===== src/ld_dma_pkg.sv =====
// load DMA package with shared widths, constants, mode encoding and packet types
package ld_dma_pkg;

    // widths
    localparam int GLB_ADDR_WIDTH      = 16;
    localparam int CGRA_DATA_WIDTH     = 16;
    localparam int BANK_DATA_WIDTH     = 64;
    localparam int WORD_BYTE_SHIFT     = 1;
    localparam int ROW_BYTE_SHIFT      = 3;
    localparam int MAX_NUM_WORDS_WIDTH = 12;

    // queue and loop sizes
    localparam int QUEUE_DEPTH = 2;
    localparam int LOOP_LEVEL  = 2;

    // fixed bank timing and done pulse length
    localparam int BANK_READ_LATENCY = 4;
    localparam int DONE_PULSE_WIDTH  = 4;

    typedef logic [GLB_ADDR_WIDTH-1:0]      glb_addr_t;
    typedef logic [CGRA_DATA_WIDTH-1:0]     cgra_word_t;
    typedef logic [BANK_DATA_WIDTH-1:0]     bank_row_t;
    typedef logic [MAX_NUM_WORDS_WIDTH-1:0] word_cnt_t;
    typedef logic [$clog2(QUEUE_DEPTH)-1:0] q_sel_t;

    // code 2'b11 is unused and behaves like OFF
    typedef enum logic [1:0] {
        OFF       = 2'b00,
        NORMAL    = 2'b01,
        AUTO_INCR = 2'b10
    } ld_dma_mode_t;

    // stride counted in words
    typedef struct packed {
        word_cnt_t range;
        word_cnt_t stride;
    } loop_ctrl_t;

    typedef struct packed {
        logic                         valid;
        glb_addr_t                    start_addr;
        word_cnt_t                    num_active_words;
        word_cnt_t                    num_inactive_words;
        loop_ctrl_t [LOOP_LEVEL-1:0]  iteration;
    } ld_dma_header_t;

    typedef struct packed {
        logic      rd_en;
        glb_addr_t rd_addr;
    } rdrq_packet_t;

    typedef struct packed {
        logic      rd_data_valid;
        bank_row_t rd_data;
    } rdrs_packet_t;

endpackage


===== src/ld_dma_header_queue.sv =====
// header queue that captures stream headers, invalidates used ones and selects the current entry
`timescale 1ns/100ps

module ld_dma_header_queue (
    input  logic                                                  clk,
    input  logic                                                  reset,
    input  ld_dma_pkg::ld_dma_mode_t                              cfg_ld_dma_mode,
    input  ld_dma_pkg::ld_dma_header_t [ld_dma_pkg::QUEUE_DEPTH-1:0] cfg_ld_dma_header,
    input  logic                                                  start_pulse,
    input  logic                                                  done_pulse,
    output ld_dma_pkg::ld_dma_header_t                            cur_header,
    output logic [ld_dma_pkg::QUEUE_DEPTH-1:0]                    cfg_load_dma_invalidate_pulse
);

    ld_dma_pkg::ld_dma_header_t [ld_dma_pkg::QUEUE_DEPTH-1:0] hdr_q;
    logic [ld_dma_pkg::QUEUE_DEPTH-1:0] valid_d1;
    logic [ld_dma_pkg::QUEUE_DEPTH-1:0] valid_rise;
    ld_dma_pkg::q_sel_t q_sel;

    // rising edge of each incoming valid bit
    always_comb begin
        for (int i = 0; i < ld_dma_pkg::QUEUE_DEPTH; i++) begin
            valid_rise[i] = cfg_ld_dma_header[i].valid & ~valid_d1[i];
        end
    end

    // entry consumed by the stream that starts now
    always_comb begin
        for (int i = 0; i < ld_dma_pkg::QUEUE_DEPTH; i++) begin
            cfg_load_dma_invalidate_pulse[i] = start_pulse & (q_sel == ld_dma_pkg::q_sel_t'(i));
        end
    end

    always_ff @(posedge clk or posedge reset) begin
        if (reset) begin
            valid_d1 <= '0;
            hdr_q    <= '0;
        end else begin
            for (int i = 0; i < ld_dma_pkg::QUEUE_DEPTH; i++) begin
                valid_d1[i] <= cfg_ld_dma_header[i].valid;
                if (valid_rise[i]) begin
                    hdr_q[i] <= cfg_ld_dma_header[i];
                end else if (cfg_load_dma_invalidate_pulse[i]) begin
                    hdr_q[i].valid <= 1'b0;
                end
            end
        end
    end

    // queue select walks the entries only in auto increment mode
    always_ff @(posedge clk or posedge reset) begin
        if (reset) begin
            q_sel <= '0;
        end else if (cfg_ld_dma_mode == ld_dma_pkg::AUTO_INCR) begin
            if (done_pulse) begin
                q_sel <= q_sel + 1'b1;
            end
        end else begin
            q_sel <= '0;
        end
    end

    assign cur_header = hdr_q[q_sel];

endmodule


===== src/ld_dma_stream_ctrl.sv =====
// stream controller for start pulse, run state, active/inactive gating and done detection
`timescale 1ns/100ps

module ld_dma_stream_ctrl (
    input  logic                       clk,
    input  logic                       reset,
    input  logic                       strm_start_pulse,
    input  ld_dma_pkg::ld_dma_mode_t   cfg_ld_dma_mode,
    input  ld_dma_pkg::ld_dma_header_t cur_header,
    input  logic                       last_word,
    output logic                       start_pulse,
    output logic                       word_active,
    output logic                       done_pulse
);

    typedef enum logic {
        IDLE,
        RUN
    } run_state_t;

    run_state_t run_state;
    logic start_next;
    logic word_active_next;
    ld_dma_pkg::word_cnt_t active_cnt, active_cnt_next;
    ld_dma_pkg::word_cnt_t inactive_cnt, inactive_cnt_next;

    always_comb begin
        case (cfg_ld_dma_mode)
            ld_dma_pkg::NORMAL:    start_next = (run_state == IDLE) & strm_start_pulse;
            ld_dma_pkg::AUTO_INCR: start_next = (run_state == IDLE) &
                                                (strm_start_pulse | cur_header.valid);
            default:               start_next = 1'b0;
        endcase
    end

    // stream ends on the cycle its last word is issued, not on a gap after it
    assign done_pulse = last_word & word_active;

    // gating pattern of active and inactive words
    always_comb begin
        active_cnt_next   = active_cnt;
        inactive_cnt_next = inactive_cnt;
        word_active_next  = 1'b0;
        if (start_pulse) begin
            active_cnt_next   = cur_header.num_active_words;
            inactive_cnt_next = cur_header.num_inactive_words;
            word_active_next  = 1'b1;
        end else if (run_state == RUN && !done_pulse) begin
            if (cur_header.num_inactive_words == '0) begin
                word_active_next = 1'b1;
            end else if (word_active) begin
                active_cnt_next  = (active_cnt > 0) ? active_cnt - 1'b1 : '0;
                word_active_next = (active_cnt_next != '0);
                if (!word_active_next) begin
                    inactive_cnt_next = cur_header.num_inactive_words;
                end
            end else begin
                inactive_cnt_next = (inactive_cnt > 0) ? inactive_cnt - 1'b1 : '0;
                word_active_next  = (inactive_cnt_next == '0);
                if (word_active_next) begin
                    active_cnt_next = cur_header.num_active_words;
                end
            end
        end
    end

    always_ff @(posedge clk or posedge reset) begin
        if (reset) begin
            start_pulse  <= 1'b0;
            run_state    <= IDLE;
            word_active  <= 1'b0;
            active_cnt   <= '0;
            inactive_cnt <= '0;
        end else begin
            // never two start cycles in a row
            start_pulse  <= start_pulse ? 1'b0 : start_next;
            if (start_pulse) begin
                run_state <= RUN;
            end else if (done_pulse) begin
                run_state <= IDLE;
            end
            word_active  <= word_active_next;
            active_cnt   <= active_cnt_next;
            inactive_cnt <= inactive_cnt_next;
        end
    end

endmodule


===== src/ld_dma_addr_gen.sv =====
// address generator with nested loop iterators and last word detection
`timescale 1ns/100ps

module ld_dma_addr_gen (
    input  logic                       clk,
    input  logic                       reset,
    input  logic                       start_pulse,
    input  logic                       word_active,
    input  ld_dma_pkg::ld_dma_header_t cur_header,
    output ld_dma_pkg::glb_addr_t      strm_addr,
    output logic                       last_word
);

    ld_dma_pkg::glb_addr_t start_addr_q;
    ld_dma_pkg::loop_ctrl_t [ld_dma_pkg::LOOP_LEVEL-1:0] loop_q;
    ld_dma_pkg::word_cnt_t [ld_dma_pkg::LOOP_LEVEL-1:0] itr;
    ld_dma_pkg::word_cnt_t [ld_dma_pkg::LOOP_LEVEL-1:0] itr_next;
    logic [ld_dma_pkg::LOOP_LEVEL-1:0] at_end;
    logic carry;
    ld_dma_pkg::glb_addr_t addr_sum;

    // stream parameters held for the whole run
    always_ff @(posedge clk) begin
        if (start_pulse) begin
            start_addr_q <= cur_header.start_addr;
            loop_q       <= cur_header.iteration;
        end
    end

    // level 0 steps on every active word, outer levels on inner wrap
    always_comb begin
        carry = word_active;
        for (int i = 0; i < ld_dma_pkg::LOOP_LEVEL; i++) begin
            at_end[i]   = (loop_q[i].range == '0) || (itr[i] == loop_q[i].range - 1'b1);
            itr_next[i] = itr[i];
            if (start_pulse) begin
                itr_next[i] = '0;
            end else if (carry) begin
                itr_next[i] = at_end[i] ? '0 : itr[i] + 1'b1;
            end
            carry = carry & at_end[i];
        end
    end

    always_ff @(posedge clk or posedge reset) begin
        if (reset) begin
            itr <= '0;
        end else begin
            itr <= itr_next;
        end
    end

    // byte address from word strides
    always_comb begin
        addr_sum = start_addr_q;
        for (int i = 0; i < ld_dma_pkg::LOOP_LEVEL; i++) begin
            addr_sum = addr_sum + ((ld_dma_pkg::glb_addr_t'(itr[i]) *
                                    ld_dma_pkg::glb_addr_t'(loop_q[i].stride))
                                   << ld_dma_pkg::WORD_BYTE_SHIFT);
        end
    end

    assign strm_addr = addr_sum;
    assign last_word = &at_end;

endmodule


===== src/ld_dma_bank_read.sv =====
// bank read path with row dedup, row cache, word select, output register and done stretch
`timescale 1ns/100ps

module ld_dma_bank_read (
    input  logic                     clk,
    input  logic                     reset,
    input  logic                     start_pulse,
    input  logic                     word_active,
    input  logic                     done_pulse,
    input  ld_dma_pkg::glb_addr_t    strm_addr,
    output ld_dma_pkg::rdrq_packet_t rdrq_packet,
    input  ld_dma_pkg::rdrs_packet_t rdrs_packet,
    output ld_dma_pkg::cgra_word_t   stream_data_g2f,
    output logic                     stream_data_valid_g2f,
    output logic                     stream_g2f_done_pulse
);

    ld_dma_pkg::rdrq_packet_t req_q;
    logic [ld_dma_pkg::GLB_ADDR_WIDTH-ld_dma_pkg::ROW_BYTE_SHIFT-1:0] prev_row;
    logic [1:0] start_d;
    logic row_changed;
    logic [ld_dma_pkg::BANK_READ_LATENCY-1:0] valid_dly;
    logic [ld_dma_pkg::BANK_READ_LATENCY-1:0]
          [ld_dma_pkg::ROW_BYTE_SHIFT-ld_dma_pkg::WORD_BYTE_SHIFT-1:0] sel_dly;
    ld_dma_pkg::bank_row_t row_cache;
    ld_dma_pkg::bank_row_t row_now;
    ld_dma_pkg::cgra_word_t word_sel;
    logic [ld_dma_pkg::BANK_READ_LATENCY+2+ld_dma_pkg::DONE_PULSE_WIDTH-1:0] done_dly;

    // one request per active word, a cycle later
    always_ff @(posedge clk or posedge reset) begin
        if (reset) begin
            req_q   <= '0;
            start_d <= '0;
        end else begin
            start_d <= {start_d[0], start_pulse};
            if (word_active) begin
                req_q.rd_en   <= 1'b1;
                req_q.rd_addr <= strm_addr;
            end else begin
                req_q.rd_en <= 1'b0;
            end
        end
    end

    // only go to the bank when the row changes or the stream is new
    assign row_changed =
        req_q.rd_addr[ld_dma_pkg::GLB_ADDR_WIDTH-1:ld_dma_pkg::ROW_BYTE_SHIFT] != prev_row;
    assign rdrq_packet.rd_en   = req_q.rd_en & (start_d[1] | row_changed);
    assign rdrq_packet.rd_addr = req_q.rd_addr;

    always_ff @(posedge clk) begin
        if (req_q.rd_en) begin
            prev_row <= req_q.rd_addr[ld_dma_pkg::GLB_ADDR_WIDTH-1:ld_dma_pkg::ROW_BYTE_SHIFT];
        end
        if (rdrs_packet.rd_data_valid) begin
            row_cache <= rdrs_packet.rd_data;
        end
        sel_dly <= {sel_dly[ld_dma_pkg::BANK_READ_LATENCY-2:0],
                    req_q.rd_addr[ld_dma_pkg::ROW_BYTE_SHIFT-1:ld_dma_pkg::WORD_BYTE_SHIFT]};
    end

    // response row is used directly in the cycle it arrives
    assign row_now  = rdrs_packet.rd_data_valid ? rdrs_packet.rd_data : row_cache;
    assign word_sel = row_now[sel_dly[ld_dma_pkg::BANK_READ_LATENCY-1]*ld_dma_pkg::CGRA_DATA_WIDTH
                              +: ld_dma_pkg::CGRA_DATA_WIDTH];

    always_ff @(posedge clk or posedge reset) begin
        if (reset) begin
            valid_dly             <= '0;
            done_dly              <= '0;
            stream_data_valid_g2f <= 1'b0;
            stream_data_g2f       <= '0;
        end else begin
            valid_dly             <= {valid_dly[ld_dma_pkg::BANK_READ_LATENCY-2:0], req_q.rd_en};
            done_dly              <= {done_dly[$high(done_dly)-1:0], done_pulse};
            stream_data_valid_g2f <= valid_dly[ld_dma_pkg::BANK_READ_LATENCY-1];
            if (valid_dly[ld_dma_pkg::BANK_READ_LATENCY-1]) begin
                stream_data_g2f <= word_sel;
            end
        end
    end

    // done starts right after the last word and stays up for the pulse width
    assign stream_g2f_done_pulse =
        |done_dly[$high(done_dly):$high(done_dly)-ld_dma_pkg::DONE_PULSE_WIDTH+1];

endmodule


===== src/ld_dma_top.sv =====
// load DMA top level joining header queue, stream control, address generator and bank read
`timescale 1ns/100ps

module ld_dma_top (
    input  logic                                                  clk,
    input  logic                                                  reset,
    input  ld_dma_pkg::ld_dma_mode_t                              cfg_ld_dma_mode,
    input  ld_dma_pkg::ld_dma_header_t [ld_dma_pkg::QUEUE_DEPTH-1:0] cfg_ld_dma_header,
    input  logic                                                  strm_start_pulse,
    output ld_dma_pkg::rdrq_packet_t                              rdrq_packet,
    input  ld_dma_pkg::rdrs_packet_t                              rdrs_packet,
    output ld_dma_pkg::cgra_word_t                                stream_data_g2f,
    output logic                                                  stream_data_valid_g2f,
    output logic                                                  stream_g2f_done_pulse,
    output logic [ld_dma_pkg::QUEUE_DEPTH-1:0]                    cfg_load_dma_invalidate_pulse
);

    ld_dma_pkg::ld_dma_header_t cur_header;
    ld_dma_pkg::glb_addr_t strm_addr;
    logic start_pulse;
    logic word_active;
    logic done_pulse;
    logic last_word;

    ld_dma_header_queue u_header_queue (
        .clk                           (clk),
        .reset                         (reset),
        .cfg_ld_dma_mode               (cfg_ld_dma_mode),
        .cfg_ld_dma_header             (cfg_ld_dma_header),
        .start_pulse                   (start_pulse),
        .done_pulse                    (done_pulse),
        .cur_header                    (cur_header),
        .cfg_load_dma_invalidate_pulse (cfg_load_dma_invalidate_pulse)
    );

    ld_dma_stream_ctrl u_stream_ctrl (
        .clk              (clk),
        .reset            (reset),
        .strm_start_pulse (strm_start_pulse),
        .cfg_ld_dma_mode  (cfg_ld_dma_mode),
        .cur_header       (cur_header),
        .last_word        (last_word),
        .start_pulse      (start_pulse),
        .word_active      (word_active),
        .done_pulse       (done_pulse)
    );

    ld_dma_addr_gen u_addr_gen (
        .clk         (clk),
        .reset       (reset),
        .start_pulse (start_pulse),
        .word_active (word_active),
        .cur_header  (cur_header),
        .strm_addr   (strm_addr),
        .last_word   (last_word)
    );

    ld_dma_bank_read u_bank_read (
        .clk                   (clk),
        .reset                 (reset),
        .start_pulse           (start_pulse),
        .word_active           (word_active),
        .done_pulse            (done_pulse),
        .strm_addr             (strm_addr),
        .rdrq_packet           (rdrq_packet),
        .rdrs_packet           (rdrs_packet),
        .stream_data_g2f       (stream_data_g2f),
        .stream_data_valid_g2f (stream_data_valid_g2f),
        .stream_g2f_done_pulse (stream_g2f_done_pulse)
    );

endmodule


===== config.mk =====
export PLATFORM = sky130hd
export DESIGN_NAME = ld_dma_top
export DESIGN_NICKNAME = d
export VERILOG_FILES = /design/src/ld_dma_pkg.sv /design/src/ld_dma_header_queue.sv /design/src/ld_dma_stream_ctrl.sv /design/src/ld_dma_addr_gen.sv /design/src/ld_dma_bank_read.sv /design/src/ld_dma_top.sv
export SDC_FILE = /design/constraint.sdc
export NUM_CORES = 1
export LEC_CHECK = 0
export BUFFER_PORTS_ARGS = -buffer_cell sky130_fd_sc_hd__clkbuf_2
export CAP_MARGIN = 20
export CORE_MARGIN = 2
export CORE_UTILIZATION = 64
export CTS_CLUSTER_DIAMETER = 50
export DETAILED_ROUTE_END_ITERATION = 10
export PLACE_DENSITY_LB_ADDON = 0.15
export SLEW_MARGIN = 40
export SYNTH_ARGS = -nofsm -noshare
export SYNTH_HDL_FRONTEND = slang
export SYNTH_SLANG_ARGS = --single-unit

===== constraint.sdc =====
create_clock -name clk -period 30.8 [get_ports clk]
set_input_delay 6.16 -clock clk [delete_from_list [all_inputs] [get_ports clk]]
set_output_delay 6.16 -clock clk [all_outputs]
set_load 0.005 [all_outputs]

==> flow_summary.yaml, run 1 <==
synth:
  yosysSeqAreaShare_pct: 42.3
  synth-edff-count: 77
  synth_flop_cell: "dfrtp_1"
  synth_nets: 2752
  synth_seq_cells: 431
  synth_warnings: 0
  synth_cell_types: 73
  synth_area_um2: 25600
  synthCells: 2269
  synthArstFlopShare_pct: 65.4
  syn_area_per_cell_um2: 11.3
power:
  intPower_w: 0.00138
  vdd_drop_max_v: 0.0000557
  power.switching_w: 0.000700
  leakagePower_nw: 12.9
  p_seq_share_pct: 38.3
  clockPowerShare_pct: 27.2
  power_density_nw_per_um2: 72.0
  p_comb_share_pct: 34.5
  p_sw_share_pct: 33.7
layout:
  layout_common_cells: "338 x mux2_2, 284 x clkbuf_2, 279 x dfrtp_1, 254 x inv_1, 217 x nand2_1"
  drive_gt1_share_pct: 29.1
  final_common_cell: "mux2_2"
  seq_area_um2: 10800
  area_growth_pct: 13.1
  num-fill-cells: 2778
  num-nets-final: 2971
  multi_input_area_um2: 13300
  final_util_pct: 73.1
clock_tree:
  insertion_delay_ns: 0.58
  cts_setup_buffers: 0
  clk_path_buf_depth: 3
  hold_buffers: 0
  cts.sink_count: 431
  ctsRootBufferMaster: "clkbuf_16"
  clk_pin_slew_ns: 0.06
  cts_tree: "done"
  cts_resized: 0
  cts_buffers: 43
  htreeDepth: 2
global_routing:
  grt.overflow.total: 0
  grt_pass1_vias: 18600
  grt_antenna_before_repair: 1
  grt_max_degree: 137
  grt.total_usage_pct: 28.3
  grt_pass1_wl_mm: 93.2
timing:
  skew_ns: 0.0140
  fmaxAchievable_mhz: 122
  tightestPinTransition_ns: 0.823
  fin_tns_setup_ns: 0
  slew_headroom_pct: 45.1
  setup_viol: 0
  period_minus_slack_ns: 8.23
  min_period_over_period_pct: 26.7
  grt_setup_unrepaired: "false"
  slew_viol_final: 0
  hold_viol_final: 0
floorplanning:
  rows: 73
  core_um2: 39500
  ios: 285
  die_area_um2: 41600
  die_h_um: 204
  initial_core_util_pct: 64.6
  dieWidth_um: 204
drt:
  drt-vias-per-instance: 5.69
  via_count: 17400
  drc: 0
  drt_iter0_markers: 966
  ant_nets: 0
  wire_per_inst_um: 18.5
  firstDrtPassIters: 5
  routed_wl_mm: 56.3
worst_setup_path:
  cp_data_arrival_time_ns: 2.07
  worst-setup-path-type: "reg2out"
  cp-start-kind: "flip-flop"
  end_kind: "output port"
  max_stage_delay_ns: 0.42
  crit_required_ns: 24.64
  crit_chain: "xor2_1 > nor4_1 > nand2_1 > o41a_1 > clkbuf_2"
  worstPathMaxFanout: 4
  cpMaxStageDelayCell: "dfrtp_1"
min_path:
  hp-class: "reg2reg"
placement:
  port_buffers: 284
  place_congestion: 0.868
  dp_hpwl_mm: 40.3
job:
  cap_violations: 0
run_status:
  status: "finished, final reports clean"
critical path, delay by kind of cell (launching register included):
family,cells,cell delay (ns)
DFF,1,0.42
AOI/OAI and AO/OA,1,0.38
and+or+nand+nor,2,0.42
buffers and inverters,1,0.12
xor gates and xnor gates,1,0.16
cells in the mapped netlist, drive strengths merged (44+ instances only):
cell type	count	area (µm²)
nand2	217	815
xnor2	79	692
nor2	78	293
inv	255	957
o21ai	51	255
clkbuf	92	345
mux2	340	3830
mux2i	60	604
dfxtp	72	1440
a21oi	65	329
dfrtp	282	7060
and2	44	275
fa	149	2980
ha	86	1080
edfxtp	77	2310
state kept, by name, summed over array words and instances (netlist names), 10 cells and up:
signal                       count
u_addr_gen.itr                  24
u_addr_gen.loop_q               48
u_addr_gen.start_addr_q         16
u_bank_read.done_dly            10
u_bank_read.prev_row            13
u_bank_read.rdrq_packet         16
u_bank_read.row_cache           64
u_bank_read.stream_data_g2f     16
u_header_queue.hdr_q           178
u_stream_ctrl.active_cnt        12
u_stream_ctrl.inactive_cnt      12
metal layers:
metal / vias to the layer above / global-route usage, % / wire length, µm
li1: 8014 / - / -
met1: 8704 / 37.9 / 24000
met3: 88 / 4.58 / 3460
met5: - / 0 / 0
met4: 0 / 8.92 / 1180
met2: 546 / 47.5 / 27700
power by group through the flow:
stage,clock network [W],registers [W],logic [W]
after floorplan,0,0.000760,0.000574
after global placement,0,0.000800,0.000684
after detailed placement,0,0.000807,0.000710
after CTS,0.000574,0.000797,0.000719
after global routing,0.000596,0.000812,0.000809
final,0.000565,0.000798,0.000718
area by class of cell:
class                   instances  area share (%)
repair buffers                300            5.57
diodes                          1         0.00866
clock inverters                14           0.675
inverters                     256            3.37
flip-flops and latches        431            37.4
clock buffers                  66            4.73
well taps                     525            2.27
multi-input cells            1456            45.9
path summary, 6_finish.rpt:
| check | from | end | slack, ns | cells past startpoint |
|---|---|---|---|---|
| min reg2reg | u_bank_read.sel_dly[5]$_DFF_P_ | u_bank_read.sel_dly[7]$_DFF_P_ | 0.33 | 0 |
| max reg2reg | u_addr_gen.itr[15]$_DFFE_PP0P_ | u_bank_read.rdrq_packet[15]$_DFFE_PP0P_ | 23.52 | 28 |
| max in group asynchronous | reset | u_header_queue.hdr_q[62]$_DFFE_PP0P_ | 23.32 | 4 |
| min | u_bank_read.sel_dly[5]$_DFF_P_ | u_bank_read.sel_dly[7]$_DFF_P_ | 0.33 | 0 |
| max | u_bank_read.rdrq_packet[4]$_DFFE_PP0P_ | rdrq_packet[16] | 22.57 | 5 |
| min in group asynchronous | reset | u_bank_read.stream_data_valid_g2f$_DFF_PP0_ | 5.70 | 2 |
kinds of logic after synthesis:
kind of cell / synth area share (%)
adders and majority gates: 15.9
xor gates and xnor gates: 4.22
muxes: 17.3
DFF: 42.3
AOI/OAI and AO/OA: 5.18
buffers and inverters: 5.90
and+or+nand+nor: 9.19
per-stage QoR:
stage | hold WS [ns] | power [W] | instances | instance area [µm²] | worst slack (ns)
finish | 0.326 | 0.00208 | 3049 | 28900 | 22.57
global route | 0.328 | 0.00222 | 3048 | 28900 | 22.41
CTS | 0.327 | 0.00209 | 3047 | 28900 | 22.52
detailed placement | 0.312 | 0.00152 | 2967 | 27300 | 22.61
global placement | 0.314 | 0.00148 | 2965 | 27200 | 21.83
floorplan | 0.310 | 0.00133 | 2269 | 25600 | 16.86
Power figures use the tool's default switching activity.
==> run 2: changes to the inputs <==
--- a/config.mk
+++ b/config.mk
@@ -8,7 +8,7 @@
 export BUFFER_PORTS_ARGS = -buffer_cell sky130_fd_sc_hd__clkbuf_2
 export CAP_MARGIN = 20
 export CORE_MARGIN = 2
-export CORE_UTILIZATION = 64
+export CORE_UTILIZATION = 60
 export CTS_CLUSTER_DIAMETER = 50
 export DETAILED_ROUTE_END_ITERATION = 10
 export PLACE_DENSITY_LB_ADDON = 0.15
==> constraint.sdc (replaced) <==
create_clock -name clk -period 8.3 [get_ports clk]
set_input_delay 1.66 -clock clk [delete_from_list [all_inputs] [get_ports clk]]
set_output_delay 1.66 -clock clk [all_outputs]
set_load 0.005 [all_outputs]
==> run 2 against run 1 <==
Non-clock buffer count decreased by 1. Worst setup slack lost 21 ns. Die area rose by 6.5%. Clock skew rose by 0.017 ns. Register-to-register slack got worse by 22 ns. First-iteration DRC count grew 5.6%.
==> flow_summary.yaml, run 2 (same netlist as run 1, synthesis figures left out) <==
global_routing:
  grt.overflow.total: 0
  grt_max_degree: 121
  grt_pass1_wl_mm: 92.4
  grt_antenna_before_repair: 0
  grt.total_usage_pct: 26.2
  grt_pass1_vias: 18100
timing:
  grt_setup_unrepaired: "false"
  fin_tns_setup_ns: 0
  hold_ws_ns: 0.323
  skew_ns: 0.0307
  min_period_over_period_pct: 82.2
  tightestPinTransition_ns: 0.810
  hold_viol_final: 0
  slew_viol_final: 0
  slew_headroom_pct: 45.5
  period_minus_slack_ns: 6.82
  fmaxAchievable_mhz: 147
  setup_viol: 0
layout:
  area_growth_pct: 12.9
  num_antenna_cells: 0
  reg_top3: "u_header_queue.hdr_q: 178 flops, u_bank_read.row_cache: 64 flops, u_addr_gen.loop_q: 48 flops"
  num-fill-cells: 3146
  final_common_cell: "mux2_2"
  final_util_pct: 68.7
  largest_reg_flops: 178
  layout_common_cells: "338 x mux2_2, 284 x clkbuf_2, 279 x dfrtp_1, 254 x inv_1, 217 x nand2_1"
  drive_gt1_share_pct: 28.9
  regMostFlops: "u_header_queue.hdr_q"
  num-nets-final: 2974
  final_cells: 3068
min_path:
  whs_endpoint: "u_bank_read.sel_dly[7]$_DFF_P_"
  hp-class: "reg2reg"
  hold_path_depth: 0
  hold_start: "u_bank_read.sel_dly[5]$_DFF_P_"
placement:
  place_congestion: 0.849
  port_buffers: 284
  post-place-cells: 2979
  dp_hpwl_mm: 41.3
clock_tree:
  hold_buffers: 0
  ctsRootBufferMaster: "clkbuf_16"
  cts_setup_buffers: 0
  cts.sink_count: 431
  insertion_delay_ns: 0.59
  htreeDepth: 2
  clk_pin_slew_ns: 0.06
  cts_resized: 0
  cts_buffers: 47
  cts_tree: "done"
  clk_path_buf_depth: 3
worst_setup_path:
  r2r_cells: 28
  crit_required_ns: 8.75
  timing.rr.end: "u_bank_read.rdrq_packet[15]$_DFFE_PP0P_"
  rrSetupSlack_ns: 1.48
  cp-start-kind: "flip-flop"
  cpMaxStageDelayCell: "dfrtp_1"
  max_stage_delay_ns: 0.76
  worstPathMaxFanout: 18
  end_kind: "flip-flop"
  r2r-start: "u_addr_gen.itr[15]$_DFFE_PP0P_"
  cpMostUsedCell: "xnor2_1"
  cp_data_arrival_time_ns: 7.27
  worst-setup-path-type: "reg2reg"
drt:
  wire_per_inst_um: 18.3
  routed_wl_mm: 56.1
  drt_iter0_markers: 1020
  ant_nets: 0
  firstDrtPassIters: 5
  via_count: 17100
  drt-vias-per-instance: 5.56
  drc: 0
floorplanning:
  dieWidth_um: 210
  initial_core_util_pct: 60.8
  die_h_um: 210
  core_um2: 42000
  die_area_um2: 44300
  ios: 285
  rows: 75
power:
  totalPowerFinal_w: 0.00762
  p_comb_share_pct: 34.7
  leakagePower_nw: 12.9
  power_density_nw_per_um2: 264
  p_sw_share_pct: 34.3
  vdd_drop_max_v: 0.000208
  power.switching_w: 0.00262
  clockPowerShare_pct: 26.4
  intPower_w: 0.00500
  p_seq_share_pct: 38.9
run_status:
  status: "finished, final reports clean"
job:
  cap_violations: 0
-- run 2: stage by stage --
step           area [µm²]  setup WS (ns)
6_report            28900           1.48
2_1_floorplan       25600           1.80
5_1_grt             28900          0.893
3_3_place_gp        27300           1.67
4_1_cts             28800           1.48
3_5_place_dp        27300           1.48
-- run 2: power groups by stage --
stage               logic, W  clock network (W)  registers, W
finish               0.00264            0.00201       0.00296
floorplan            0.00213                  0       0.00282
global placement     0.00251                  0       0.00297
global route         0.00299            0.00214       0.00302
detailed placement   0.00260                  0       0.00300
CTS                  0.00264            0.00205       0.00296
-- run 2: routing by layer --
layer  routed length (µm)  GRT usage, %  vias up
li1                     -             -     7997
met1                24600          34.9     8515
met2                27200          44.1      468
met3                 3070          4.86       86
met4                 1230          7.50        0
met5                    0             0        -
-- run 2: critical path, delay by kind of cell, from the launching register on --
family | cells | cell delay (ns)
adder cells (fa/ha/maj) | 7 | 2.94
XOR/XNOR | 9 | 1.45
AO/OA/AOI/OAI | 6 | 0.88
flip-flops | 1 | 0.76
multiplexers | 1 | 0.26
buffers and inverters | 4 | 0.21
AND/OR/NAND/NOR | 1 | 0.17
-- run 2: cell type report --
class                      count  area [µm²]  share of cell area, %
inverter                     256         965                   3.34
clock inverter                22         193                  0.668
timing repair buffer         299        1630                   5.65
multi-input combinational   1456       13300                   46.0
tap                          539         674                   2.34
clock buffer                  65        1310                   4.52
sequential                   431       10800                   37.5
-- run 2: worst max-delay path by stage --
stage,start,to,slack [ns],cells after the start
after floorplan,u_addr_gen.itr[15]$_DFFE_PP0P_,u_bank_read.rdrq_packet[15]$_DFFE_PP0P_,1.80,30
after global placement,u_addr_gen.itr[14]$_DFFE_PP0P_,u_bank_read.rdrq_packet[15]$_DFFE_PP0P_,1.67,28
after detailed placement,u_addr_gen.itr[15]$_DFFE_PP0P_,u_bank_read.rdrq_packet[15]$_DFFE_PP0P_,1.48,28
after CTS,u_addr_gen.itr[15]$_DFFE_PP0P_,u_bank_read.rdrq_packet[15]$_DFFE_PP0P_,1.48,28
after global routing,u_addr_gen.itr[15]$_DFFE_PP0P_,u_bank_read.rdrq_packet[15]$_DFFE_PP0P_,0.89,28
final,u_addr_gen.itr[15]$_DFFE_PP0P_,u_bank_read.rdrq_packet[15]$_DFFE_PP0P_,1.48,28
